## config.mk

```make
export PLATFORM = sky130hd
export DESIGN_NAME = issue_ctrl
export DESIGN_NICKNAME = d
export VERILOG_FILES = /design/src/verilog/datapath_pkg.sv /design/src/verilog/issue_ctrl.sv
export VERILOG_INCLUDE_DIRS = /design/src /design/src/verilog
export SDC_FILE = /design/constraint.sdc
export NUM_CORES = 1
export LEC_CHECK = 0
export BUFFER_PORTS_ARGS = -buffer_cell sky130_fd_sc_hd__buf_4
export CORE_AREA = 2 2 46 48
export DETAILED_ROUTE_END_ITERATION = 16
export DIE_AREA = 0 0 48 50
export PLACE_DENSITY = 0.73
export SLEW_MARGIN = 0
export SYNTH_ARGS = -nofsm -noshare
export SYNTH_HDL_FRONTEND = slang
export SYNTH_SLANG_ARGS = --single-unit
```

## constraint.sdc

```tcl
create_clock -name vclk -period 0.8
set_input_delay 0.04 -clock vclk [all_inputs]
set_output_delay 0.04 -clock vclk [all_outputs]
set_load 0.01 [all_outputs]
```

## src/verilog/datapath_settings.svh

```systemverilog
`ifndef DATAPATH_SETTINGS_SVH
`define DATAPATH_SETTINGS_SVH

// instruction queue entries, power of two
`define DP_FIFO_DEPTH 8

// architectural registers, r0 reads as zero
`define DP_NUM_REGS 32

// instruction field positions
`define DP_OP_MSB    31
`define DP_RS_LSB    21
`define DP_RT_LSB    16
`define DP_RD_LSB    11
`define DP_SHAMT_LSB 6

`endif
```

## src/verilog/datapath_pkg.sv

```systemverilog
`default_nettype none

`include "datapath_settings.svh"

package datapath_pkg;

    typedef logic [31:0] word_t;
    typedef logic [31:0] inst_t;
    typedef logic [$clog2(`DP_NUM_REGS)-1:0] reg_addr_t;
    typedef logic [4:0] shamt_t;

    typedef enum logic [3:0] {
        ALU_ADDU,
        ALU_SUBU,
        ALU_AND,
        ALU_OR,
        ALU_XOR,
        ALU_NOR,
        ALU_SLT,
        ALU_SLTU,
        ALU_SLL,
        ALU_SRL,
        ALU_SRA,
        ALU_LUI
    } alu_op_e;

    typedef struct packed {
        alu_op_e   alu_op;
        reg_addr_t rs;
        reg_addr_t rt;
        reg_addr_t dest;
        word_t     imm;
        shamt_t    shamt;
        logic      use_imm;
        logic      use_shamt;
        logic      reg_wen;
    } decoded_t;

    // one register write leaving the pipe
    typedef struct packed {
        logic      valid;
        reg_addr_t addr;
        word_t     data;
    } wb_t;

endpackage

`default_nettype wire

```

## src/verilog/issue_ctrl.sv

```systemverilog
`timescale 1ns/1ns
`default_nettype none

module issue_ctrl
    import datapath_pkg::*;
(
    input  wire           empty_i,
    input  wire           single_i,
    input  wire decoded_t master_i,
    input  wire decoded_t slave_i,
    output logic          issue_master_o,
    output logic          issue_slave_o
);

    logic slave_reads_master;

    // slave waits a cycle when it needs the master's result
    assign slave_reads_master = master_i.reg_wen &&
                                ((slave_i.rs == master_i.dest) ||
                                 (slave_i.rt == master_i.dest));

    assign issue_master_o = !empty_i;
    assign issue_slave_o  = issue_master_o && !single_i && !slave_reads_master;

endmodule

`default_nettype wire

```

==> parameters.txt <==
Parameter                              Value

Timing
  Achievable frequency    0.961 GHz
  Number of setup violations in the final report    1
  Endpoints failing hold    0
  Final critical-path share of the clock period    1.30
  Final-layout worst hold slack    0.322 ns
  Final max-slew violation count    0
  Final Critical Period    1.04 ns
  Least-Margin Pin Slew    0.350 ns
  Worst path setup slack after routing    -0.240 ns
  Setup repair after global routing missed its margin    yes
  Max-Slew Margin vs Limit    0.765

Synthesis
  Synthesized cell area    120 um2
  Post-synthesis net count    135
  Library cell occupying the most area in the post-synthesis netlist    xor2_1
  Syn Area/Cell    8.01 um2
  Register area share after synthesis    0
  Count of mapped cells out of synthesis    15
  Fraction of post-synthesis cell area in the top cell type by area    0.583
  Synthesis Warnings    0
  Library cells used by synthesis    6
  Most area-consuming cells after synthesis    xor2_1 58%, xnor2_1 15%, nor4_1 10%

Finish
  Most common cell after layout, fill and taps aside    buf_4
  Clkbuf count    0
  Layout cell share with drive strength beyond 1    0.622
  Net count of the finished layout    159
  Count of placed standard cells in the final layout, fillers left out    64
  Layout fillers    223
  Sequential Area    0 um2
  Commonest cells after routing, fill and taps aside    15 x buf_4, 8 x xor2_1, 7 x buf_6, 2 x xnor2_1, 2 x nor4_1
  Syn-to-layout area delta    193%
  Final core utilization    0.185
  Final instance area    352 um2
  Antenna cells    0
  FF+latch count    0

Critical path
  CP Data Required Time    0.76 ns
  Start-to-end type of the worst setup path    in -> out
  Startpoint type of the worst setup path    primary input
  CP dominant cell by count    buf_4
  Logic depth of the worst path, buffers included    6
  Critical path capture point    issue_slave_o
  Number of buffers and inverters on the critical path    2
  Crit path arrival time    1.00 ns
  CP Max Fanout    2
  Type of destination of the critical path    primary output
  Highest cell delay on the worst timing path    0.35 ns
  Origin of the worst setup path    master_i[41]
  Highest-delay cell along the critical path    a311o_1
  Cell-by-cell trace of the critical path    buf_4 -> xor2_1 -> nor4_1 -> a311o_1 -> a31oi_2 -> buf_4
  Category of cells accounting for the largest share of critical-path delay    compound AO/OA/AOI/OAI gates

Pwr
  Reported net switching power    0.0521 mW
  Sequential group share of total power    0
  Total power density per cell area    458 mW/mm2
  P_int    0.109 mW
  Switching power share of the total    0.324
  P_leak    0.163 nW
  Maximum resistive drop on vdd    0.0946 mV
  Combinational share of power    1.000
  Clk pwr share    0

Placed design
  Post-DP Area    325 um2
  Number of buffers added on ports    20
  Cell count after placement    64
  Post-Place Worst Slack    -0.295 ns
  GP Congestion    0.614

Routing
  Final Routed Wirelength    509 um
  Number of search-and-repair iterations in the first detailed-routing pass    2
  Vias per Instance    2.86
  Vias    183
  Count of routing violations after the opening detailed-route iteration    3
  Remaining number of nets flagged by the antenna check after routing    0
  Post-detailed-route DRC marker count    0
  DR WL/cell    7.95 um

Run status
  Failing checks    negative setup slack
  Run status    finished, violations left

Die
  Die width    48 um
  Core area    0.00190 mm2
  Initial cell density of the core    0.0632
  Die Height    50 um
  Standard-cell rows    16
  Total die area    0.00240 mm2
  IO Count    122

GRT
  Largest net degree at the start of global routing    3
  Number of global-route vias before repair    195
  Global-route total usage across every layer    0.0424
  Total grt overflow    0
  Number of antenna violations at the first check in global routing    0
  Wire length of the first global-routing pass    752 um

Job
  Max-capacitance violation count    0

Worst hold path
  Hold/Removal Path Class    in -> out
  Origin of the worst min-delay path    empty_i

Clocking
  Hold-fix buffers at CTS    0
  Postcts setup bufs    0
-- cell usage after synthesis --
library cell / count
a311o_1: 1
xor2_1: 8
nor4_1: 2
inv_1: 1
xnor2_1: 2
a31oi_1: 1
-- tightest hold or removal path, stage by stage --
cell	delay (ns)
buf_4	0.08
inv_1	0.03
buf_4	0.13
-- power by group through the flow --
stage	Clock (mW)	Combinational, mW	Sequential (mW)
final	0	0.161	0
after floorplan	0	0.0484	0
after global placement	0	0.148	0
after CTS	0	0.164	0
after detailed placement	0	0.152	0
after global routing	0	0.174	0
-- metrics by stage --
stage                     power [mW]  setup TNS, ns
after floorplan               0.0484              0
after global placement         0.148         -0.259
after detailed placement       0.152         -0.295
after CTS                      0.164         -0.259
after global routing           0.174         -0.293
final                          0.161         -0.240
-- worst min-delay path by stage --
stage / endpoint / slack (ns) / depth (start not counted)
global placement: issue_master_o / 0.32 / 3
global route: issue_master_o / 0.34 / 3
floorplan: issue_master_o / 0.12 / 1
CTS: issue_master_o / 0.32 / 3
detailed placement: issue_master_o / 0.32 / 3
finish: issue_master_o / 0.32 / 3
-- metal layers --
layer / up-vias / track usage / part of all wire / routed length [um]
met5: - / 0 / 0 / 0
met4: 0 / 0 / 0 / 0
met3: 0 / 0.00366 / 0.069 / 35
met2: 8 / 0.0867 / 0.60 / 306
met1: 78 / 0.0457 / 0.33 / 168
li1: 97 / - / - / -
-- cell families after synthesis --
family / synth area share
simple gates: 0.104
compound gates: 0.135
buf+inv: 0.0312
xor+xnor: 0.729
-- what timing repair did --
| action | CTS | global route |
|---|---|---|
| resized for setup | 7 | 0 |
| endpoints found under the setup margin | 1 | 1 |
| pin swaps | 6 | 1 |
-- layout make-up --
cell class | instances | area [um2] | share of cell area
multi-input cells | 14 | 123 | 0.349
inverters | 1 | 3.75 | 0.0107
well taps | 27 | 33.8 | 0.0961
repair buffers | 22 | 191 | 0.544
Note: power is estimated with default switching activity, not from simulation.
