==> config.mk <==
export PLATFORM = sky130hd
export DESIGN_NAME = forward_top
export DESIGN_NICKNAME = d
export VERILOG_FILES = /design/src/verilog/datapath_pkg.sv /design/src/verilog/forward_top.sv
export VERILOG_INCLUDE_DIRS = /design/src /design/src/verilog
export SDC_FILE = /design/constraint.sdc
export NUM_CORES = 1
export LEC_CHECK = 0
export BUFFER_PORTS_ARGS = -buffer_cell sky130_fd_sc_hd__buf_2
export CORE_AREA = 2 2 205 207
export DETAILED_ROUTE_END_ITERATION = 10
export DIE_AREA = 0 0 207 209
export PLACE_DENSITY = 0.45
export SETUP_SLACK_MARGIN = 0.2
export SYNTH_ARGS = -nofsm -noshare
export SYNTH_HDL_FRONTEND = slang
export SYNTH_SLANG_ARGS = --single-unit
==> constraint.sdc <==
create_clock -name vclk -period 2.15
set_input_delay 0.1075 -clock vclk [all_inputs]
set_output_delay 0.1075 -clock vclk [all_outputs]
set_load 0.02 [all_outputs]
==> src/verilog/datapath_settings.svh <==
`ifndef DATAPATH_SETTINGS_SVH
`define DATAPATH_SETTINGS_SVH

// instruction queue entries, power of two
`define DP_FIFO_DEPTH 8

// architectural registers, r0 reads as zero
`define DP_NUM_REGS 32

// instruction field positions
`define DP_OP_MSB    31
`define DP_RS_LSB    21
`define DP_RT_LSB    16
`define DP_RD_LSB    11
`define DP_SHAMT_LSB 6

`endif
==> src/verilog/datapath_pkg.sv <==
`default_nettype none

`include "datapath_settings.svh"

package datapath_pkg;

    typedef logic [31:0] word_t;
    typedef logic [31:0] inst_t;
    typedef logic [$clog2(`DP_NUM_REGS)-1:0] reg_addr_t;
    typedef logic [4:0] shamt_t;

    typedef enum logic [3:0] {
        ALU_ADDU,
        ALU_SUBU,
        ALU_AND,
        ALU_OR,
        ALU_XOR,
        ALU_NOR,
        ALU_SLT,
        ALU_SLTU,
        ALU_SLL,
        ALU_SRL,
        ALU_SRA,
        ALU_LUI
    } alu_op_e;

    typedef struct packed {
        alu_op_e   alu_op;
        reg_addr_t rs;
        reg_addr_t rt;
        reg_addr_t dest;
        word_t     imm;
        shamt_t    shamt;
        logic      use_imm;
        logic      use_shamt;
        logic      reg_wen;
    } decoded_t;

    // one register write leaving the pipe
    typedef struct packed {
        logic      valid;
        reg_addr_t addr;
        word_t     data;
    } wb_t;

endpackage

`default_nettype wire

==> src/verilog/forward_top.sv <==
`timescale 1ns/1ns
`default_nettype none

module forward_top
    import datapath_pkg::*;
(
    input  wire decoded_t dec_m_i,
    input  wire decoded_t dec_s_i,
    input  wire word_t    rf_m_rs_i,
    input  wire word_t    rf_m_rt_i,
    input  wire word_t    rf_s_rs_i,
    input  wire word_t    rf_s_rt_i,
    input  wire wb_t      e_m_i,
    input  wire wb_t      e_s_i,
    input  wire wb_t      w_m_i,
    input  wire wb_t      w_s_i,
    output word_t         op_m_rs_o,
    output word_t         op_m_rt_o,
    output word_t         op_s_rs_o,
    output word_t         op_s_rt_o
);

    function automatic logic hit(wb_t src, reg_addr_t ra);
        return src.valid && (ra != '0) && (src.addr == ra);
    endfunction

    // youngest producer first
    function automatic word_t pick(reg_addr_t ra, word_t rf, wb_t es, wb_t em, wb_t ws, wb_t wm);
        if (hit(es, ra)) begin
            return es.data;
        end else if (hit(em, ra)) begin
            return em.data;
        end else if (hit(ws, ra)) begin
            return ws.data;
        end else if (hit(wm, ra)) begin
            return wm.data;
        end
        return rf;
    endfunction

    assign op_m_rs_o = pick(dec_m_i.rs, rf_m_rs_i, e_s_i, e_m_i, w_s_i, w_m_i);
    assign op_m_rt_o = pick(dec_m_i.rt, rf_m_rt_i, e_s_i, e_m_i, w_s_i, w_m_i);
    assign op_s_rs_o = pick(dec_s_i.rs, rf_s_rs_i, e_s_i, e_m_i, w_s_i, w_m_i);
    assign op_s_rt_o = pick(dec_s_i.rt, rf_s_rt_i, e_s_i, e_m_i, w_s_i, w_m_i);

endmodule

`default_nettype wire

==> results.md, run 1 <==
- Die area: about 43000 um2
- Fmax achieved: ~0.42 GHz
- Cells on Worst Hold Path: 3
- Grt ovf: 0
- Unrepaired setup endpoints after global routing: true
- Final-stage net count: 1724
- Req. time, crit path: 2.04 ns
- Buffers on Ports: 428
- Post-cts hold buffer count: 0
- Hold Path Sink: op_s_rs_o[14]
- GRT Total Usage: 20.1%
- Vias after detailed routing: 9777
- Avg Inst Size Synth: 7.64 um2
- Multi-input gate area: 7000 um2
- Failing checks: negative setup slack
- Relative slew slack: 70.6%
- Fill count: 4278
- DR WL/cell: roughly 27 um
- Gpl congestion: 0.895
- Slowest-stage cell, CP: or4_4
- Cell Pwr Density: 219 nW/um2
- Distinct cells, synth: 28
- Vias in the first global route: ~9.4k
- CP Class: in -> out
- Synthesis-to-finish area growth: 123%
- Io pins: 526
- Crit-path cells: buf_12 > xnor2_2 > nand4_1 > or4_4 > buf_8 > a31o_4 > buf_12 > a211oi_4 > a221o_1 > buf_6
- Worst EP arrival: roughly 2.3 ns
- Placed insts: 1769
- Chip height: approximately 210 um
- Yosys Warn Count: 0
- Status: finished, violations left
- Worst setup margin: -0.252 ns
- Initial antenna violation count: 19
- Setup violations, final: 128
- FF+latch count: 0
- DR iter-0 viols: 827
- Post-synthesis cell count: roughly 800
- VDD IR max: 105 uV
- Endpoints failing hold: 0
- Detailed Route WL: 50500 um
- Final Power: 2.98 mW
- Crit-path max FO: 8
- First-pass DRT Iterations: 6
- Global-route wire length before repair: about 66000 um
- Fin cells: 1873
- Fin crit share: 112%
- Dpl hpwl: 32400 um
- LEAKAGE: 5.73 nW
- Met2 WL post-DR: 23900 um
- TNS Setup: -21.72 ns
- HP Class: in -> out
- Hold slack final: 0.546 ns
- CP startpoint: w_s_i[35]
- Post-Syn Area: approximately 6000 um2
- Largest net degree at the start of global routing: 41
- Final min period: 2.40 ns
- Register area: 0 um2
- Min-delay src: rf_s_rs_i[14]
- Sequential-to-total area share from yosys stat: 0%
- Least-Margin Pin Slew: 0.441 ns
- Cell mode on critical path: buf_12
- Met1 wire length: 20800 um
- Starting Density: roughly 15%
- DRT antenna net count: 0
- Rows: 75
- Clock buf count: 0
- Max Cap Viol: 0
- Die X: around 210 um
- Syn_nets: 1194
- Crit start category: input port
- Top routing layer used: met5
- Metal3 WL: 4210 um
- Slowest stage delay, CP: roughly 0.54 ns
- CP endpoint kind: primary output
- Max-slew violation count: 0
- Layout cells sized above 1: between 60% and 70%
- Placeable Area: 41300 um2
- Via density: 5.22
- Drt drc: 0
## synthesized netlist by cell type, drive strengths merged
cell | instances | share of area (%)
a311oi | 32 | 4.6
nand3 | 36 | 3.0
xor2 | 25 | 3.6
nor4 | 4 | 0.82
nand4 | 15 | 1.5
clkbuf | 29 | 1.8
nor3 | 2 | 0.33
and2 | 1 | 0.10
or3 | 1 | 0.10
nor4b | 1 | 0.39
mux2i | 96 | 16
a31o | 3 | 0.86
buf | 87 | 11
nor2 | 136 | 8.8
a221o | 128 | 21
a21oi | 1 | 0.14
xnor2 | 54 | 7.8
inv | 1 | 0.062
nand2 | 34 | 2.1
a211oi | 96 | 14
or4 | 14 | 2.0
## cells by family after synthesis
| group | share of synthesized area [%] |
|---|---|
| xor+xnor | 11.4 |
| compound gates | 41.0 |
| buf+inv | 12.7 |
| simple gates | 19.1 |
| mux | 15.8 |
## report_power, final
group	switching (mW)	internal [mW]	leakage (nW)
Sequential	0	0	0
Combinational	1.51	1.47	5.73
Clock	0	0.000000623	0.0000634
## layout by cell type (no fill, tap or decap), drive strengths merged, types with 2 or more instances in the layout
| cell | count |
|---|---|
| a211oi | 96 |
| a221o | 128 |
| a311oi | 32 |
| a31o | 4 |
| buf | 626 |
| clkbuf | 14 |
| diode | 10 |
| mux2i | 96 |
| nand2 | 34 |
| nand3 | 36 |
| nand4 | 15 |
| nor2 | 139 |
| nor3 | 2 |
| nor4 | 4 |
| or4 | 14 |
| xnor2 | 54 |
| xor2 | 25 |
## repair_timing
action,in CTS,in global routing
resized for setup,346,313
buffers inserted,47,19
gates cloned,14,14
pin swaps,49,62
setup endpoints to repair,128,128
## worst max-delay path: cells and delay by family
kind                   cells  cell delay, ns
AND/OR/NAND/NOR            2            0.70
XOR/XNOR                   1            0.15
AO/OA/AOI/OAI              3            0.75
buffers and inverters      4            0.57
## cell type report
cell class	count	share of cell area [%]
multi-input cells	683	51.6
repair buffers	640	43.2
well taps	539	4.97
diodes	10	0.185
inverters	1	0.0277
## routing by layer
metal	vias up	track usage, %
met3	104	4.18
met1	4831	25.7
met5	-	0
met4	14	5.07
met2	574	34.1
li1	4254	-
## stage by stage
stage | util (%) | setup WS (ns) | cell area, um2
after floorplan | - | 0.136 | 6150
after global placement | 22.8 | -0.562 | 9420
after detailed placement | 22.8 | -0.602 | 9420
after CTS | 28.3 | -0.219 | 11700
after global routing | 32.8 | -0.293 | 13500
final | 32.8 | -0.252 | 13600
## how the worst max path moves through the flow
stage	endpoint	slack [ns]	cells after the start
floorplan	op_m_rt_o[21]	0.14	9
global placement	op_s_rs_o[25]	-0.56	8
detailed placement	op_s_rs_o[25]	-0.60	8
CTS	op_s_rs_o[4]	-0.22	11
global route	op_s_rt_o[9]	-0.29	11
finish	op_s_rt_o[10]	-0.25	10
Note: power is estimated with default switching activity, not from simulation.
==> run 2, diff against run 1 <==
==> constraint.sdc (replaced) <==
create_clock -name vclk -period 2.15
set_input_delay 0.5375 -clock vclk [all_inputs]
set_output_delay 0.5375 -clock vclk [all_outputs]
set_load 0.02 [all_outputs]
==> results.md, run 2 (synthesis results as in run 1) <==
- Drt drc: 0
- Max Cap Viol: 0
- VDD IR max: 112 uV
- Most frequent cells in the layout: 284 x buf_2, 141 x buf_6, 128 x a221o_1
- Req. time, crit path: 1.61 ns
- Worst EP arrival: 2.71 ns
- Vias in the first global route: 9300
- Least-Margin Pin Slew: 0.569 ns
- DR WL/cell: 26.0 um
- Dpl hpwl: a little under 30000 um
- Unrepaired setup endpoints after global routing: true
- Fin crit share: 151%
- GRT Total Usage: roughly a fifth
- Initial antenna violation count: 3
- Status: finished, violations left
- Synthesis-to-finish area growth: 115%
- Final-stage net count: approximately 1.7k
- FF+latch count: 0
- Gpl congestion: approximately 0.83
- Global-route wire length before repair: 62300 um
- Final instance area: 13100 um2
- Clock buf count: 0
- DP Area: 9390 um2
- LEAKAGE: 5.62 nW
- Final min period: approximately 3.2 ns
- Relative slew slack: around 60%
- Crit-path max FO: 5
- Layout cells sized above 1: 68.5%
- Multi-input gate area: 6940 um2
- Via density: 5.14
- Fill count: 4355
- Fin cells: 1832
- Placed insts: ~1.8k
- Commonest non-fill, non-tap cell in the layout: buf_2
- DRT antenna net count: 0
- Rows: 75
- Worst setup margin: -1.10 ns
- Grt ovf: 0
- Io pins: 526
- Setup violations, final: 128
- CP endpoint kind: primary output
- Vias after detailed routing: 9416
- Max-slew violation count: 0
- Fmax achieved: 0.308 GHz
- DR iter-0 viols: 639
- Die area: about 43000 um2
- Starting Density: 14.7%
- First-pass DRT Iterations: 5
- Buffers on Ports: 428
- Cell Pwr Density: about 220 nW/um2
- Placeable Area: 41300 um2
- Crit start category: input port
- Chip height: 209 um
- Failing checks: negative setup slack
- Register area: 0 um2
- Endpoints failing hold: 0
- Detailed Route WL: 47600 um
- TNS Setup: -128.99 ns
- HP Class: in -> out
- CP Class: in -> out
- Die X: 207 um
- Largest net degree at the start of global routing: 37
- Final Power: 2.86 mW
## run 2: changes by cell type in the layout (fill, tap and decap cells not counted), moves of 5 or more
cell / delta
nand3_2: +28
nand3_1: -27
buf_6: -22
mux2i_1: +19
a311oi_1: -15
a311oi_2: +15
mux2i_4: -13
nor2_1: +11
a211oi_2: +10
diode_2: -9
nor2_2: -9
a211oi_1: -6
mux2i_2: -6
buf_4: -5
## run 2: worst paths after layout
kind	startpoint	end	depth (start not counted)
setup / recovery	dec_s_i[53]	op_s_rs_o[12]	13
hold / removal	rf_m_rs_i[29]	op_m_rs_o[29]	3
## run 2: per-stage QoR
stage          utilization, %  setup slack (ns)  hold WS (ns)
6_report                 31.6             -1.10          1.40
5_1_grt                  31.6             -1.16          1.42
4_1_cts                  27.6             -1.05          1.40
3_5_place_dp             22.7             -1.50          1.42
3_3_place_gp             22.7             -1.47          1.42
2_1_floorplan               -            -0.724          1.30
## run 2: repair_timing
item                                   4_1_cts  5_1_grt
pin swaps                                   48       33
gates resized for setup                    319      275
setup endpoints to repair                  128      128
cloned                                      10       15
endpoints found under the hold margin        0        0
buffers inserted                            34       19
hold buffers                                 0        0
## run 2: cell type report
cell class	instances	share of cell area [%]
diodes	1	0.0192
inverters	1	0.0287
multi-input cells	682	53.1
well taps	539	5.16
repair buffers	609	41.7
## run 2: layer usage
layer | track usage (%) | wire length, um
met2 | 33.2 | 22900
met3 | 2.28 | 3280
met4 | 4.53 | 1910
met1 | 24.4 | 19500
met5 | 0 | 13
## run 2: worst max-delay path, cell delays in order
cell,delay (ns)
buf_6,0.09
buf_6,0.12
xnor2_2,0.12
nand4_1,0.12
or4_4,0.45
buf_8,0.16
a31o_4,0.26
buf_12,0.15
buf_12,0.13
buf_16,0.13
a211oi_2,0.16
a221o_1,0.16
buf_6,0.12
## run 2: report_power, final
group / internal [mW] / switching (mW)
Clock: 0.0000000625 / 0
Sequential: 0 / 0
Combinational: 1.41 / 1.45
Total: 1.41 / 1.45
