## config.mk

```make
export PLATFORM = sky130hd
export DESIGN_NAME = decoder
export DESIGN_NICKNAME = d
export VERILOG_FILES = /design/src/verilog/datapath_pkg.sv /design/src/verilog/decoder.sv
export VERILOG_INCLUDE_DIRS = /design/src /design/src/verilog
export SDC_FILE = /design/constraint.sdc
export NUM_CORES = 1
export LEC_CHECK = 0
export BUFFER_PORTS_ARGS = -buffer_cell sky130_fd_sc_hd__buf_4
export CAP_MARGIN = 0
export CORE_ASPECT_RATIO = 0.75
export CORE_MARGIN = 2
export CORE_UTILIZATION = 29
export DETAILED_ROUTE_END_ITERATION = 16
export PLACE_DENSITY = 0.79
export SYNTH_ARGS = -nofsm -noshare
export SYNTH_HDL_FRONTEND = slang
export SYNTH_SLANG_ARGS = --single-unit
```

## constraint.sdc

```tcl
create_clock -name vclk -period 3.3
set_input_delay 0.66 -clock vclk [all_inputs]
set_output_delay 0.66 -clock vclk [all_outputs]
set_load 0.05 [all_outputs]
```

## src/verilog/datapath_settings.svh

```systemverilog
`ifndef DATAPATH_SETTINGS_SVH
`define DATAPATH_SETTINGS_SVH

// instruction queue entries, power of two
`define DP_FIFO_DEPTH 8

// architectural registers, r0 reads as zero
`define DP_NUM_REGS 32

// instruction field positions
`define DP_OP_MSB    31
`define DP_RS_LSB    21
`define DP_RT_LSB    16
`define DP_RD_LSB    11
`define DP_SHAMT_LSB 6

`endif
```

## src/verilog/datapath_pkg.sv

```systemverilog
`default_nettype none

`include "datapath_settings.svh"

package datapath_pkg;

    typedef logic [31:0] word_t;
    typedef logic [31:0] inst_t;
    typedef logic [$clog2(`DP_NUM_REGS)-1:0] reg_addr_t;
    typedef logic [4:0] shamt_t;

    typedef enum logic [3:0] {
        ALU_ADDU,
        ALU_SUBU,
        ALU_AND,
        ALU_OR,
        ALU_XOR,
        ALU_NOR,
        ALU_SLT,
        ALU_SLTU,
        ALU_SLL,
        ALU_SRL,
        ALU_SRA,
        ALU_LUI
    } alu_op_e;

    typedef struct packed {
        alu_op_e   alu_op;
        reg_addr_t rs;
        reg_addr_t rt;
        reg_addr_t dest;
        word_t     imm;
        shamt_t    shamt;
        logic      use_imm;
        logic      use_shamt;
        logic      reg_wen;
    } decoded_t;

    // one register write leaving the pipe
    typedef struct packed {
        logic      valid;
        reg_addr_t addr;
        word_t     data;
    } wb_t;

endpackage

`default_nettype wire

```

## src/verilog/decoder.sv

```systemverilog
`timescale 1ns/1ns
`default_nettype none

`include "datapath_settings.svh"

module decoder
    import datapath_pkg::*;
(
    input  wire inst_t inst_i,
    output decoded_t   dec_o
);

    logic [5:0]  op;
    logic [5:0]  funct;
    logic [15:0] imm16;
    logic        known;

    assign op    = inst_i[`DP_OP_MSB -: 6];
    assign funct = inst_i[`DP_SHAMT_LSB-1:0];
    assign imm16 = inst_i[`DP_RT_LSB-1:0];

    always_comb begin
        dec_o           = '0;
        dec_o.alu_op    = ALU_ADDU;
        dec_o.rs        = inst_i[`DP_RS_LSB +: $bits(reg_addr_t)];
        dec_o.rt        = inst_i[`DP_RT_LSB +: $bits(reg_addr_t)];
        dec_o.shamt     = inst_i[`DP_SHAMT_LSB +: $bits(shamt_t)];
        known           = 1'b1;
        if (op == 6'h00) begin
            dec_o.dest = inst_i[`DP_RD_LSB +: $bits(reg_addr_t)];
            case (funct)
                6'h00:   dec_o.alu_op = ALU_SLL;
                6'h02:   dec_o.alu_op = ALU_SRL;
                6'h03:   dec_o.alu_op = ALU_SRA;
                6'h21:   dec_o.alu_op = ALU_ADDU;
                6'h23:   dec_o.alu_op = ALU_SUBU;
                6'h24:   dec_o.alu_op = ALU_AND;
                6'h25:   dec_o.alu_op = ALU_OR;
                6'h26:   dec_o.alu_op = ALU_XOR;
                6'h27:   dec_o.alu_op = ALU_NOR;
                6'h2a:   dec_o.alu_op = ALU_SLT;
                6'h2b:   dec_o.alu_op = ALU_SLTU;
                default: known = 1'b0;
            endcase
            dec_o.use_shamt = (funct == 6'h00) || (funct == 6'h02) || (funct == 6'h03);
        end else begin
            // I-type writes rt
            dec_o.dest    = dec_o.rt;
            dec_o.use_imm = 1'b1;
            dec_o.imm     = {16'h0000, imm16};
            case (op)
                6'h09:   dec_o.alu_op = ALU_ADDU;
                6'h0a:   dec_o.alu_op = ALU_SLT;
                6'h0b:   dec_o.alu_op = ALU_SLTU;
                6'h0c:   dec_o.alu_op = ALU_AND;
                6'h0d:   dec_o.alu_op = ALU_OR;
                6'h0e:   dec_o.alu_op = ALU_XOR;
                6'h0f:   dec_o.alu_op = ALU_LUI;
                default: known = 1'b0;
            endcase
            // arithmetic and compares sign-extend
            if (op == 6'h09 || op == 6'h0a || op == 6'h0b) begin
                dec_o.imm = {{16{imm16[15]}}, imm16};
            end
        end
        dec_o.reg_wen = known && (dec_o.dest != '0);
    end

endmodule

`default_nettype wire

```

==> reports/qor.txt, run 1 <==
Outcome: finished, violations left
Failing checks: DRC
DR iter-0 viols: 27
GP Congestion: 0.7199
Sw Ratio: 65.20%
Layout cells sized above 1: 62.76%
DR pass1 iterations: 10
Syn avg cell area: 6.908 um^2
Power Internal: 0.00006883 W
Peak Freq: 328.6 MHz
Post-DP HPWL: 1841 um
P&R area growth vs syn: 65.32%
Hold Slack: 1320 ps
CP Capture Type: output pin
Worst slew pin tran: 722.4 ps
PwrDens: 184.2 nW/um^2
Seq cells: 0
Net Switching: 0.0001289 W
RSZ-0062 raised after global routing: false
Vias in the first global route: 663
Crit path launch type: primary input
Final setup fails: 0
Antenna diodes: 0
Routed vias: 791
Syn Nets: 126
Ys Warns: 0
Max_cap viols: 0
Io pins: 91
Clock network power share: 0%
Mapped cell area: 649.4 um^2
Reg area: 0 um^2
Post-Synthesis Cells: 94
Initial antenna violation count: 0
Post-synth top area share: 34.68%
Slew HR: 51.77%
Hold_buf cts: 0
Fin crit period: 3044 ps
Final Max Tran Viols: 0
Min-Delay Path Class: in2out
Global-route wire length before repair: 3194 um
Setup TNS: 0 ps
Drt drc: 3
Fill cells: 201
Chip width: 58.64 um
Seq/Total Area, Yosys: 0%
Tot GR Track Use: 15.02%
CLK BUF: 0
Required @ worst endpoint: 2640 ps
Critical path class: in2out
Post_cts resized: 0
Nets: 179
Row count: 14
Leakage Power: 0.5664 nW
Multi-input gate area: 401.6 um^2
Avg Vias per Cell: 4.680
Die height: 44.98 um
CP arrival: 2380 ps
Hold Vio Cnt, Final: 0
Total congestion overflow: 0
Synth area leader: buf_4
Final Cycle Share: 92.23%
Crit-path max FO: 23
Core outline area: 2067 um^2
DIE AREA: 2638 um^2
Post-route ant nets: 0
Unique cell type count in the Yosys netlist: 27
Routed len/inst: 12.86 um
Post-CTS Setup Repair Bufs: 0
Total wire length: 2173 um
PortBufs: 81
Largest cells by area after synthesis: buf_4 (35%), and2_1 (15%), mux2_2 (8.7%)
Comb pwr share: 100.0%
Starting Density: 31.42%
Maximum vdd drop: 0.1181 mV
Largest net degree at the start of global routing: 24
Flop pwr share: 0%
Yosys cell counts, drive strengths merged:
master,n
o32ai,2
mux2,5
nor2b,1
nor3b,1
nor4bb,1
a221oi,1
o31ai,1
nand3b,1
nor2,5
xor2,1
o21ai,4
a32o,1
clkbuf,1
inv,3
buf,32
a31oi,1
nand2,3
or3,1
nand3,2
or4,2
a41o,1
nor3,5
and3,2
nand2b,1
and2,16
layout make-up:
type | instances | share of cell area, %
tap | 24 | 2.797
timing repair buffer | 84 | 58.74
inverter | 3 | 1.049
multi-input combinational | 58 | 37.41
critical path, cell delays in order:
cell and delay [ps]:
buf_4 130, or3_1 390, or4_1 440, buf_4 220
nor3_1 190, a32o_1 150, buf_4 200
worst paths after layout:
path | startpoint | endpoint | slack [ps] | cells past startpoint
worst max-delay path | inst_i[27] | dec_o[0] | 260 | 7
worst min-delay path | inst_i[24] | dec_o[53] | 1320 | 0
through the flow:
step | util [%] | total power, W | instances | setup slack, ps | instance area [um^2]
after floorplan | - | 0.0001483 | 94 | -334.7 | 664.4
after CTS | 51.94 | 0.0001988 | 169 | 259.2 | 1074
after global routing | 51.94 | 0.0002067 | 169 | 88.55 | 1074
after global placement | 51.94 | 0.0001964 | 169 | 311.4 | 1074
after detailed placement | 51.94 | 0.0001983 | 169 | 262.6 | 1074
final | 51.94 | 0.0001978 | 169 | 256.5 | 1074
kinds of logic (layout without fill, tap and decap cells):
logic type             after synthesis  after routing  share of synthesized area, %
AND/OR/NAND/NOR                     41             41                         37.19
buffers and inverters               36             87                         40.46
AO/OA/AOI/OAI                       11             11                         12.33
multiplexers                         5              5                         8.670
XOR/XNOR                             1              1                         1.349
metal layers:
metal | track usage [%] | vias to the layer above | routed length [um]
met3 | 0 | 0 | 145
met5 | 0 | - | 0
met2 | 28.99 | 39 | 1174
met1 | 20.31 | 357 | 853
li1 | - | 395 | -
met4 | 0 | 0 | 0
power by group through the flow:
| stage | logic (W) | clock network (W) | registers, W |
|---|---|---|---|
| after global routing | 0.000207 | 0 | 0 |
| final | 0.000198 | 0 | 0 |
| after detailed placement | 0.000198 | 0 | 0 |
| after floorplan | 0.000148 | 0 | 0 |
| after global placement | 0.000196 | 0 | 0 |
| after CTS | 0.000199 | 0 | 0 |
placed cells by master (no fill, tap or decap):
cell      instances
nor2_1            5
a31oi_1           1
inv_1             3
o32ai_1           2
or4_1             2
nand2_1           3
nand3_1           2
and2_1           16
or3_1             1
nor2b_1           1
nand2b_1          1
nor3_1            4
nor3b_1           1
a32o_1            1
and3_1            2
buf_4            84
nor3_2            1
o31ai_1           1
a221oi_1          1
a41o_1            1
nand3b_1          1
o21ai_0           4
mux2_2            5
xor2_1            1
nor4bb_4          1
Note: power is estimated with default switching activity, not from simulation.
==> run 2, diff against run 1 <==
--- a/config.mk
+++ b/config.mk
@@ -10,9 +10,10 @@
 export CAP_MARGIN = 0
 export CORE_ASPECT_RATIO = 0.75
 export CORE_MARGIN = 2
-export CORE_UTILIZATION = 29
+export CORE_UTILIZATION = 35
 export DETAILED_ROUTE_END_ITERATION = 16
-export PLACE_DENSITY = 0.79
+export PLACE_DENSITY = 0.9
+export SLEW_MARGIN = 25
 export SYNTH_ARGS = -nofsm -noshare
 export SYNTH_HDL_FRONTEND = slang
 export SYNTH_SLANG_ARGS = --single-unit
==> constraint.sdc (replaced) <==
create_clock -name vclk -period 3.8
set_input_delay 0.76 -clock vclk [all_inputs]
set_output_delay 0.76 -clock vclk [all_outputs]
set_load 0.05 [all_outputs]
==> run 2 against run 1 <==
Net effect: global-route usage up 1.7 points; largest cell class unchanged; the run now ends clean; critical path type unchanged; final cell count decreased by 1.8%; flip-flop and latch count stayed put; critical endpoint is now dec_o[56]; largest power group unchanged; combinational power fell by 14%.
==> reports/qor.txt, run 2 (same netlist as run 1, synthesis figures left out) <==
Final Max Tran Viols: 0
DR pass1 iterations: 4
Die height: 41.31 um
Largest net degree at the start of global routing: 28
Chip width: 53.74 um
Drt drc: 0
P&R area growth vs syn: 63.78%
Fin crit period: 3205 ps
PortBufs: 81
Routed len/inst: 12.58 um
PwrDens: 161.2 nW/um^2
Most frequent cells in the layout: buf_4 (83), and2_1 (16), nor2_1 (5), mux2_2 (5)
Post-DP HPWL: 1792 um
GP Congestion: 0.6995
Initial antenna violation count: 0
CLK BUF: 0
Nets: 178
Vias in the first global route: 665
Tot GR Track Use: 16.72%
Post-CTS Setup Repair Bufs: 0
Min-Delay Path Class: in2out
Row count: 13
Core outline area: 1740 um^2
Number of cells after detailed placement: 166
Crit path launch type: primary input
Fill cells: 151
Reg area: 0 um^2
Total congestion overflow: 0
Global-route wire length before repair: 2815 um
Hold Slack: 1520 ps
Peak Freq: 312.0 MHz
Antenna diodes: 0
CP Capture Type: output pin
RSZ-0062 raised after global routing: false
Final setup fails: 0
Worst slew pin tran: 721.1 ps
Maximum vdd drop: 0.1059 mV
Critical path class: in2out
Crit-path max FO: 27
Layout Utilization: 61.11%
Layout cells sized above 1: 62.50%
Fin cells: 166
Post-route ant nets: 0
Post_cts resized: 0
Seq cells: 0
Total wire length: 2089 um
Hold Vio Cnt, Final: 0
Io pins: 91
Required @ worst endpoint: 3040 ps
Critical path launch point: inst_i[27]
Hold_buf cts: 0
Final Cycle Share: 84.33%
Multi-input gate area: 401.6 um^2
Slew HR: 51.85%
Avg Vias per Cell: 4.765
Leading cell type in the layout, fill and taps excluded: buf_4
DIE AREA: 2220 um^2
Routed vias: 791
Crit path to: dec_o[56]
Leakage Power: 0.5623 nW
Starting Density: 37.31%
Max_cap viols: 0
CP arrival: 2440 ps
DR iter-0 viols: 16
Outcome: completed
-- run 2: cell types whose count changed in the layout (fill, tap and decap cells not counted), sizes merged --
| cell | change |
|---|---|
| buf | -1 |
-- run 2: worst min-delay path by stage --
stage	startpoint	end	cells after the start
detailed placement	inst_i[25]	dec_o[54]	0
CTS	inst_i[25]	dec_o[54]	0
global placement	inst_i[25]	dec_o[54]	0
global route	inst_i[24]	dec_o[53]	0
floorplan	inst_i[28]	dec_o[24]	1
finish	inst_i[22]	dec_o[51]	0
-- run 2: metal layers --
layer	wire [um]	track usage, %	vias up
li1	-	-	395
met1	788	20.25	353
met2	1110	33.84	41
met3	185	1.786	2
met4	5	0.6410	0
met5	0	0	-
-- run 2: metrics by stage --
| step | power (W) | TNS (ps) | instance area, um^2 | setup WS [ps] |
|---|---|---|---|---|
| global placement | 0.0001694 | 0 | 1064 | 626.9 |
| CTS | 0.0001722 | 0 | 1064 | 596.3 |
| floorplan | 0.0001288 | -69.40 | 664.4 | -34.70 |
| finish | 0.0001715 | 0 | 1064 | 595.3 |
| global route | 0.0001800 | 0 | 1064 | 475.3 |
| detailed placement | 0.0001720 | 0 | 1064 | 601.8 |
-- run 2: power breakdown --
part / internal, W / switching [W] / total [W]
registers: 0 / 0 / 0
logic: 0.0000596 / 0.000112 / 0.000171
clock network: 0 / 0 / 0
-- run 2: critical path, stage by stage --
cell and delay (ps):
buf_4 130, or3_1 390, or4_1 410, buf_4 230, o32ai_1 280, buf_4 240
-- run 2: cell type report --
class,instances,share of cell area [%]
Inverter,3,1.059
Tap cell,22,2.588
Multi-Input combinational cell,58,37.76
Timing Repair Buffer,83,58.59
