--- src/verilog/datapath_settings.svh ---
`ifndef DATAPATH_SETTINGS_SVH
`define DATAPATH_SETTINGS_SVH

// instruction queue entries, power of two
`define DP_FIFO_DEPTH 8

// architectural registers, r0 reads as zero
`define DP_NUM_REGS 32

// instruction field positions
`define DP_OP_MSB    31
`define DP_RS_LSB    21
`define DP_RT_LSB    16
`define DP_RD_LSB    11
`define DP_SHAMT_LSB 6

`endif
--- src/verilog/datapath_pkg.sv ---
`default_nettype none

`include "datapath_settings.svh"

package datapath_pkg;

    typedef logic [31:0] word_t;
    typedef logic [31:0] inst_t;
    typedef logic [$clog2(`DP_NUM_REGS)-1:0] reg_addr_t;
    typedef logic [4:0] shamt_t;

    typedef enum logic [3:0] {
        ALU_ADDU,
        ALU_SUBU,
        ALU_AND,
        ALU_OR,
        ALU_XOR,
        ALU_NOR,
        ALU_SLT,
        ALU_SLTU,
        ALU_SLL,
        ALU_SRL,
        ALU_SRA,
        ALU_LUI
    } alu_op_e;

    typedef struct packed {
        alu_op_e   alu_op;
        reg_addr_t rs;
        reg_addr_t rt;
        reg_addr_t dest;
        word_t     imm;
        shamt_t    shamt;
        logic      use_imm;
        logic      use_shamt;
        logic      reg_wen;
    } decoded_t;

    // one register write leaving the pipe
    typedef struct packed {
        logic      valid;
        reg_addr_t addr;
        word_t     data;
    } wb_t;

endpackage

`default_nettype wire

--- src/verilog/inst_fifo.sv ---
`timescale 1ns/1ns
`default_nettype none

`include "datapath_settings.svh"

module inst_fifo
    import datapath_pkg::*;
(
    input  wire        clk,
    input  wire        reset_i,
    input  wire inst_t inst1_i,
    input  wire inst_t inst2_i,
    input  wire        inst_ok1_i,
    input  wire        inst_ok2_i,
    input  wire        pop1_i,
    input  wire        pop2_i,
    output inst_t      head1_o,
    output inst_t      head2_o,
    output logic       empty_o,
    output logic       single_o,
    output logic       fetch_stall_o
);

    localparam int AW = $clog2(`DP_FIFO_DEPTH);

    typedef logic [AW-1:0] ptr_t;

    inst_t       mem [`DP_FIFO_DEPTH];
    ptr_t        wptr;
    ptr_t        wptr_nxt;
    ptr_t        rptr;
    ptr_t        rptr_nxt;
    logic [AW:0] count;
    logic [1:0]  n_push;
    logic [1:0]  n_pop;

    assign n_push = {1'b0, inst_ok1_i} + {1'b0, inst_ok1_i & inst_ok2_i};
    assign n_pop  = {1'b0, pop1_i} + {1'b0, pop1_i & pop2_i};

    assign wptr_nxt = wptr + 1'b1;
    assign rptr_nxt = rptr + 1'b1;

    // second word always lands right behind the first
    always_ff @(posedge clk) begin
        if (inst_ok1_i) begin
            mem[wptr] <= inst1_i;
        end
        if (inst_ok1_i && inst_ok2_i) begin
            mem[wptr_nxt] <= inst2_i;
        end
    end

    always_ff @(posedge clk) begin
        if (reset_i) begin
            wptr  <= '0;
            rptr  <= '0;
            count <= '0;
        end else begin
            wptr  <= wptr + ptr_t'(n_push);
            rptr  <= rptr + ptr_t'(n_pop);
            count <= count + (AW+1)'(n_push) - (AW+1)'(n_pop);
        end
    end

    assign head1_o = mem[rptr];
    assign head2_o = mem[rptr_nxt];

    assign empty_o       = (count == '0);
    assign single_o      = (count == (AW+1)'(1));
    // less than two free slots left
    assign fetch_stall_o = (count > (AW+1)'(`DP_FIFO_DEPTH - 2));

    a_no_write_on_stall: assert property (@(posedge clk) disable iff (reset_i)
        fetch_stall_o |-> !inst_ok1_i && !inst_ok2_i);

    a_pop_in_order: assert property (@(posedge clk) disable iff (reset_i)
        pop2_i |-> pop1_i);

endmodule

`default_nettype wire

--- config.mk ---
export PLATFORM = sky130hd
export DESIGN_NAME = inst_fifo
export DESIGN_NICKNAME = d
export VERILOG_FILES = /design/src/verilog/datapath_pkg.sv /design/src/verilog/inst_fifo.sv
export VERILOG_INCLUDE_DIRS = /design/src /design/src/verilog
export SDC_FILE = /design/constraint.sdc
export NUM_CORES = 1
export LEC_CHECK = 0
export ABC_AREA = 1
export CORE_MARGIN = 2
export CORE_UTILIZATION = 45
export DETAILED_ROUTE_END_ITERATION = 7
export DONT_BUFFER_PORTS = 1
export GPL_ROUTABILITY_DRIVEN = 1
export PLACE_DENSITY_LB_ADDON = 0.08
export SLEW_MARGIN = 20
export SYNTH_ARGS = -nofsm -noshare
export SYNTH_HDL_FRONTEND = slang
export SYNTH_SLANG_ARGS = --single-unit
--- constraint.sdc ---
create_clock -name clk -period 5.2 [get_ports clk]
set_input_delay 1.04 -clock clk [delete_from_list [all_inputs] [get_ports clk]]
set_output_delay 1.04 -clock clk [all_outputs]
set_load 0.01 [all_outputs]
==> impl_metrics.xml <==
<?xml version="1.0" encoding="UTF-8"?>
<metrics>
  <group name="min_path">
    <metric name="min_delay_path_depth" unit="">1</metric>
    <metric name="holdCritPathClass" unit="">primary input to flip-flop</metric>
    <metric name="worst_hold_path.endpoint" unit="">wptr[2]$_SDFF_PP0_</metric>
    <metric name="worst_hold_startpoint" unit="">reset_i</metric>
  </group>
  <group name="power">
    <metric name="peakVddDrop" unit="mV">0.213</metric>
    <metric name="switchingPower" unit="uW">2230</metric>
    <metric name="int_pwr" unit="uW">4130</metric>
    <metric name="switching_share" unit="">0.350</metric>
    <metric name="power.static_leakage" unit="uW">0.00963</metric>
    <metric name="total_power_density_per_cell_area" unit="mW/mm2">325</metric>
    <metric name="fraction_of_power_consumed_by_the_clock_network" unit="">0.344</metric>
    <metric name="power.share.sequential" unit="">0.401</metric>
    <metric name="comb_power_share" unit="">0.255</metric>
  </group>
  <group name="cts">
    <metric name="postCtsSetupRepairBufs" unit="">0</metric>
    <metric name="cts_buffer_depth" unit="">3</metric>
    <metric name="clock_pin_slew_on_the_worst_setup_and_hold_paths" unit="ns">0.05</metric>
    <metric name="number_of_buffers_created_by_cts" unit="">34</metric>
    <metric name="clk-insertion-delay-late" unit="ns">0.53</metric>
    <metric name="number_of_gates_resized_after_cts" unit="">0</metric>
    <metric name="total_clock_sinks" unit="">266</metric>
    <metric name="cts_htree_levels" unit="">2</metric>
    <metric name="clk_root_buffer_cell" unit="">sky130_fd_sc_hd__clkbuf_16</metric>
    <metric name="tritoncts_clock_tree" unit="">built</metric>
    <metric name="cts_hold_repair.buffers" unit="">0</metric>
  </group>
  <group name="routing">
    <metric name="drt_antenna_net_count" unit="">0</metric>
    <metric name="detail_route.wirelength.met1" unit="um">26600</metric>
    <metric name="dr_wl_met2" unit="um">31300</metric>
    <metric name="avgViaCountPerCell" unit="">5.73</metric>
    <metric name="detail_route.first_pass.iterations" unit="">5</metric>
    <metric name="detail_route.wirelength" unit="um">65700</metric>
    <metric name="top_layer_used" unit="">met4</metric>
    <metric name="drt_iter0_drc" unit="">1615</metric>
    <metric name="per_cell_routed_wire_length" unit="um">21.2</metric>
    <metric name="routed-via-count" unit="">17800</metric>
    <metric name="met3WireLength" unit="um">5990</metric>
    <metric name="detail_route.drc_violations" unit="">0</metric>
  </group>
  <group name="place">
    <metric name="dpl.hpwl" unit="um">35900</metric>
    <metric name="placedCellCount" unit="">3046</metric>
    <metric name="gp_congestion" unit="">0.822</metric>
    <metric name="placement.io_buffers" unit="">0</metric>
  </group>
  <group name="run_status">
    <metric name="outcome" unit="">completed</metric>
  </group>
  <group name="yosys">
    <metric name="post_synth.cell_area_avg" unit="um2">6.80</metric>
    <metric name="syn_area" unit="mm2">0.0187</metric>
    <metric name="syn-instance-count" unit="">2748</metric>
    <metric name="ys_seq_area_frac" unit="">0.422</metric>
    <metric name="syn_nets" unit="">2832</metric>
    <metric name="muxShareOfSynthArea" unit="">0</metric>
    <metric name="synthAdderAreaFrac" unit="">0.0110</metric>
    <metric name="netlist_top_cells_count" unit="">1356 x sky130_fd_sc_hd__nand2_1, 281 x sky130_fd_sc_hd__inv_1, 264 x sky130_fd_sc_hd__nand3_1</metric>
    <metric name="synth_top_family_by_area" unit="">simple AND/OR/NAND/NOR gates</metric>
    <metric name="synthSimpleGateAreaFrac" unit="">0.435</metric>
    <metric name="synth_cell_types" unit="">25</metric>
    <metric name="ys_top_cells_by_area" unit="">sky130_fd_sc_hd__edfxtp_1 41%, sky130_fd_sc_hd__nand2_1 27%, sky130_fd_sc_hd__nand4_1 8.6%</metric>
    <metric name="postSynthRegisterBits" unit="">266</metric>
    <metric name="most_used_dff_post_synth" unit="">sky130_fd_sc_hd__edfxtp_1</metric>
    <metric name="synthDominantAreaCellType" unit="">sky130_fd_sc_hd__edfxtp_1</metric>
    <metric name="synth_async_sr_flop_share" unit="">0</metric>
    <metric name="area_fraction_of_the_dominant_cell_type_after_synthesis" unit="">0.411</metric>
    <metric name="share_of_the_synthesized_area_in_compound_gates_ao_oa_aoi_oai" unit="">0.00328</metric>
    <metric name="synthMostInstantiatedCell" unit="">sky130_fd_sc_hd__nand2_1</metric>
    <metric name="post_synth_xor_area_fraction" unit="">0.00228</metric>
    <metric name="synth_enable_flop_cells" unit="">256</metric>
    <metric name="ys_warn_count" unit="">0</metric>
  </group>
  <group name="layout">
    <metric name="antenna-diode-count" unit="">0</metric>
    <metric name="post_layout_nonfiller_instances" unit="">3104</metric>
    <metric name="design.final.nets" unit="">2635</metric>
    <metric name="final_layout_size_suffix_gt1_frac" unit="">0.0432</metric>
    <metric name="flow.area_growth_from_synthesis" unit="%">4.54</metric>
  </group>
  <group name="global_routing">
    <metric name="number_of_antenna_violations_at_the_first_check_in_global_routing" unit="">0</metric>
    <metric name="grt.total_usage" unit="">0.298</metric>
    <metric name="wire_length_of_the_first_global_routing_pass" unit="um">100000</metric>
    <metric name="largest_net_degree_at_the_start_of_global_routing" unit="">209</metric>
    <metric name="vias_in_the_first_global_route" unit="">16700</metric>
    <metric name="gr-total-overflow" unit="">0</metric>
  </group>
  <group name="critical_path">
    <metric name="critical-path-max-stage-delay" unit="ns">0.75</metric>
    <metric name="r2r_start" unit="">wptr[0]$_SDFF_PP0_</metric>
    <metric name="critical_path.max_fanout" unit="">52</metric>
    <metric name="cp_data_arrival_time" unit="ns">3.04</metric>
    <metric name="worst_setup_path_end_kind" unit="">primary output</metric>
    <metric name="critical_path_required" unit="ns">4.16</metric>
    <metric name="start_kind" unit="">flip-flop</metric>
    <metric name="cp.depth" unit="">7</metric>
    <metric name="rr_endpoint" unit="">mem[7][16]$_DFFE_PP_</metric>
    <metric name="reg2reg_setup_slack" unit="ns">2.15</metric>
    <metric name="critical_path.top_delay_family" unit="">buffers and inverters</metric>
    <metric name="path_cells" unit="">ha_2 &gt; inv_2 &gt; buf_4 &gt; nand3_1 &gt; nand2_1 &gt; nand2_1 &gt; nand2_1</metric>
    <metric name="worstRegToRegCells" unit="">7</metric>
    <metric name="worst_path_most_repeated_cell" unit="">sky130_fd_sc_hd__nand2_1</metric>
    <metric name="timing_worst_setup_path_type" unit="">flip-flop to primary output</metric>
    <metric name="critical_path_buf_inv_count" unit="">2</metric>
    <metric name="worst_path_max_delay_cell" unit="">sky130_fd_sc_hd__dfxtp_4</metric>
  </group>
  <group name="timing">
    <metric name="maxClockFrequency" unit="MHz">245</metric>
    <metric name="finalCriticalPeriod" unit="ns">4.08</metric>
    <metric name="timing.slew.headroom" unit="">0.267</metric>
    <metric name="final_worst_clock_skew" unit="ns">0.0126</metric>
    <metric name="layout_worst_path_cycle_share" unit="">0.785</metric>
    <metric name="tightestPinTransition" unit="ns">1.10</metric>
    <metric name="setup-violations-final" unit="">0</metric>
    <metric name="setup_repair_after_global_routing_missed_its_margin" unit="">no</metric>
    <metric name="hold_violations" unit="">0</metric>
    <metric name="tns" unit="ns">0</metric>
    <metric name="finalMaxSlewViolations" unit="">0</metric>
  </group>
  <group name="floorplanning">
    <metric name="die_w" unit="um">208</metric>
    <metric name="core-area" unit="mm2">0.0409</metric>
    <metric name="die_h" unit="um">208</metric>
    <metric name="rows" unit="">74</metric>
    <metric name="floorplan.initialDensity" unit="">0.457</metric>
    <metric name="dieArea" unit="mm2">0.0432</metric>
    <metric name="ioPinCount" unit="">137</metric>
  </group>
  <group name="run">
    <metric name="max_cap_viol_count" unit="">0</metric>
  </group>
</metrics>
==> per-stage QoR <==
step           worst slack [ns]  total power, uW  utilization  area (um2)  hold slack [ns]
6_report                   1.12             6350        0.478       19500            0.579
5_1_grt                   0.980             6640        0.478       19500            0.560
4_1_cts                    1.14             6370        0.477       19500            0.557
3_5_place_dp               1.71             4200        0.453       18500            0.627
3_3_place_gp               1.73             4170        0.453       18500            0.613
2_1_floorplan              1.30             3800            -       18700            0.578
==> worst max-delay path by stage <==
stage                     endpoint          startpoint
2_1_floorplan  mem[1][0]$_DFFE_PP_          inst_ok1_i
3_3_place_gp           head2_o[23]  rptr[0]$_SDFF_PP0_
3_5_place_dp            head2_o[6]  rptr[0]$_SDFF_PP0_
4_1_cts                 head2_o[6]  rptr[0]$_SDFF_PP0_
5_1_grt                 head2_o[6]  rptr[0]$_SDFF_PP0_
6_report                head2_o[6]  rptr[0]$_SDFF_PP0_
==> final cells by class <==
type | count | area (um2)
clock buffer | 46 | 917
multi-input combinational | 1927 | 8600
sequential | 266 | 7890
fill | 4063 | 21400
inverter | 285 | 1080
clock inverter | 11 | 65.1
timing repair buffer | 37 | 327
tap | 532 | 666
==> power by group through the flow <==
stage | Sequential (uW) | Clock (uW) | Combinational [uW]
after floorplan | 2570 | 0 | 1230
after global placement | 2590 | 0 | 1580
after detailed placement | 2590 | 0 | 1610
after CTS | 2540 | 2210 | 1610
after global routing | 2550 | 2290 | 1800
final | 2540 | 2180 | 1620
==> cells in the final DEF, fill, tap and decap left out <==
master and instances:
sky130_fd_sc_hd__inv_1 278, sky130_fd_sc_hd__xnor2_4 1, sky130_fd_sc_hd__nand2_2 2, sky130_fd_sc_hd__inv_4 1, sky130_fd_sc_hd__nand4_1 256, sky130_fd_sc_hd__inv_16 1, sky130_fd_sc_hd__nand2_4 2, sky130_fd_sc_hd__buf_16 1
sky130_fd_sc_hd__nor3_1 2, sky130_fd_sc_hd__dfxtp_1 7, sky130_fd_sc_hd__nand3_1 258, sky130_fd_sc_hd__nand3_2 8, sky130_fd_sc_hd__xor2_1 2, sky130_fd_sc_hd__nor2_4 2, sky130_fd_sc_hd__ha_2 1, sky130_fd_sc_hd__ha_1 8
sky130_fd_sc_hd__clkbuf_1 11, sky130_fd_sc_hd__inv_2 5, sky130_fd_sc_hd__a21oi_1 3, sky130_fd_sc_hd__clkbuf_16 35, sky130_fd_sc_hd__inv_8 1, sky130_fd_sc_hd__dfxtp_2 2, sky130_fd_sc_hd__a31oi_1 1, sky130_fd_sc_hd__dfxtp_4 1
sky130_fd_sc_hd__o21ai_4 8, sky130_fd_sc_hd__edfxtp_1 256, sky130_fd_sc_hd__clkinv_1 7, sky130_fd_sc_hd__buf_6 1, sky130_fd_sc_hd__nor2_1 11, sky130_fd_sc_hd__ha_4 1, sky130_fd_sc_hd__xnor2_1 1, sky130_fd_sc_hd__clkinv_2 2
sky130_fd_sc_hd__fa_1 4, sky130_fd_sc_hd__nand2_1 1356, sky130_fd_sc_hd__buf_12 2, sky130_fd_sc_hd__inv_6 1, sky130_fd_sc_hd__buf_4 33
==> sequential cells by signal (all words and copies together) (netlist names) <==
signal	cells
mem	256
count	4
rptr	3
wptr	3
==> worst register-to-register path, delay by kind of cell, from the launching register on <==
family	cells	cell delay, ns
simple gates	3	1.14
flops	1	0.38
fa+ha+maj	1	0.20
buf+inv	2	0.53
compound gates	1	0.44
==> cells by family (layout without fill, tap and decap cells) <==
| family | after synthesis | count (layout) |
|---|---|---|
| xor+xnor | 4 | 4 |
| flops | 266 | 266 |
| compound gates | 12 | 12 |
| simple gates | 1897 | 1897 |
| buf+inv | 555 | 379 |
| fa+ha+maj | 14 | 14 |
==> metal layers <==
layer / global-route usage / up-vias
met5: 0 / -
met4: 0.0981 / 0
met3: 0.0581 / 131
met2: 0.503 / 822
met1: 0.385 / 8416
li1: - / 8409
No activity file was read; power rests on OpenSTA's default activity.
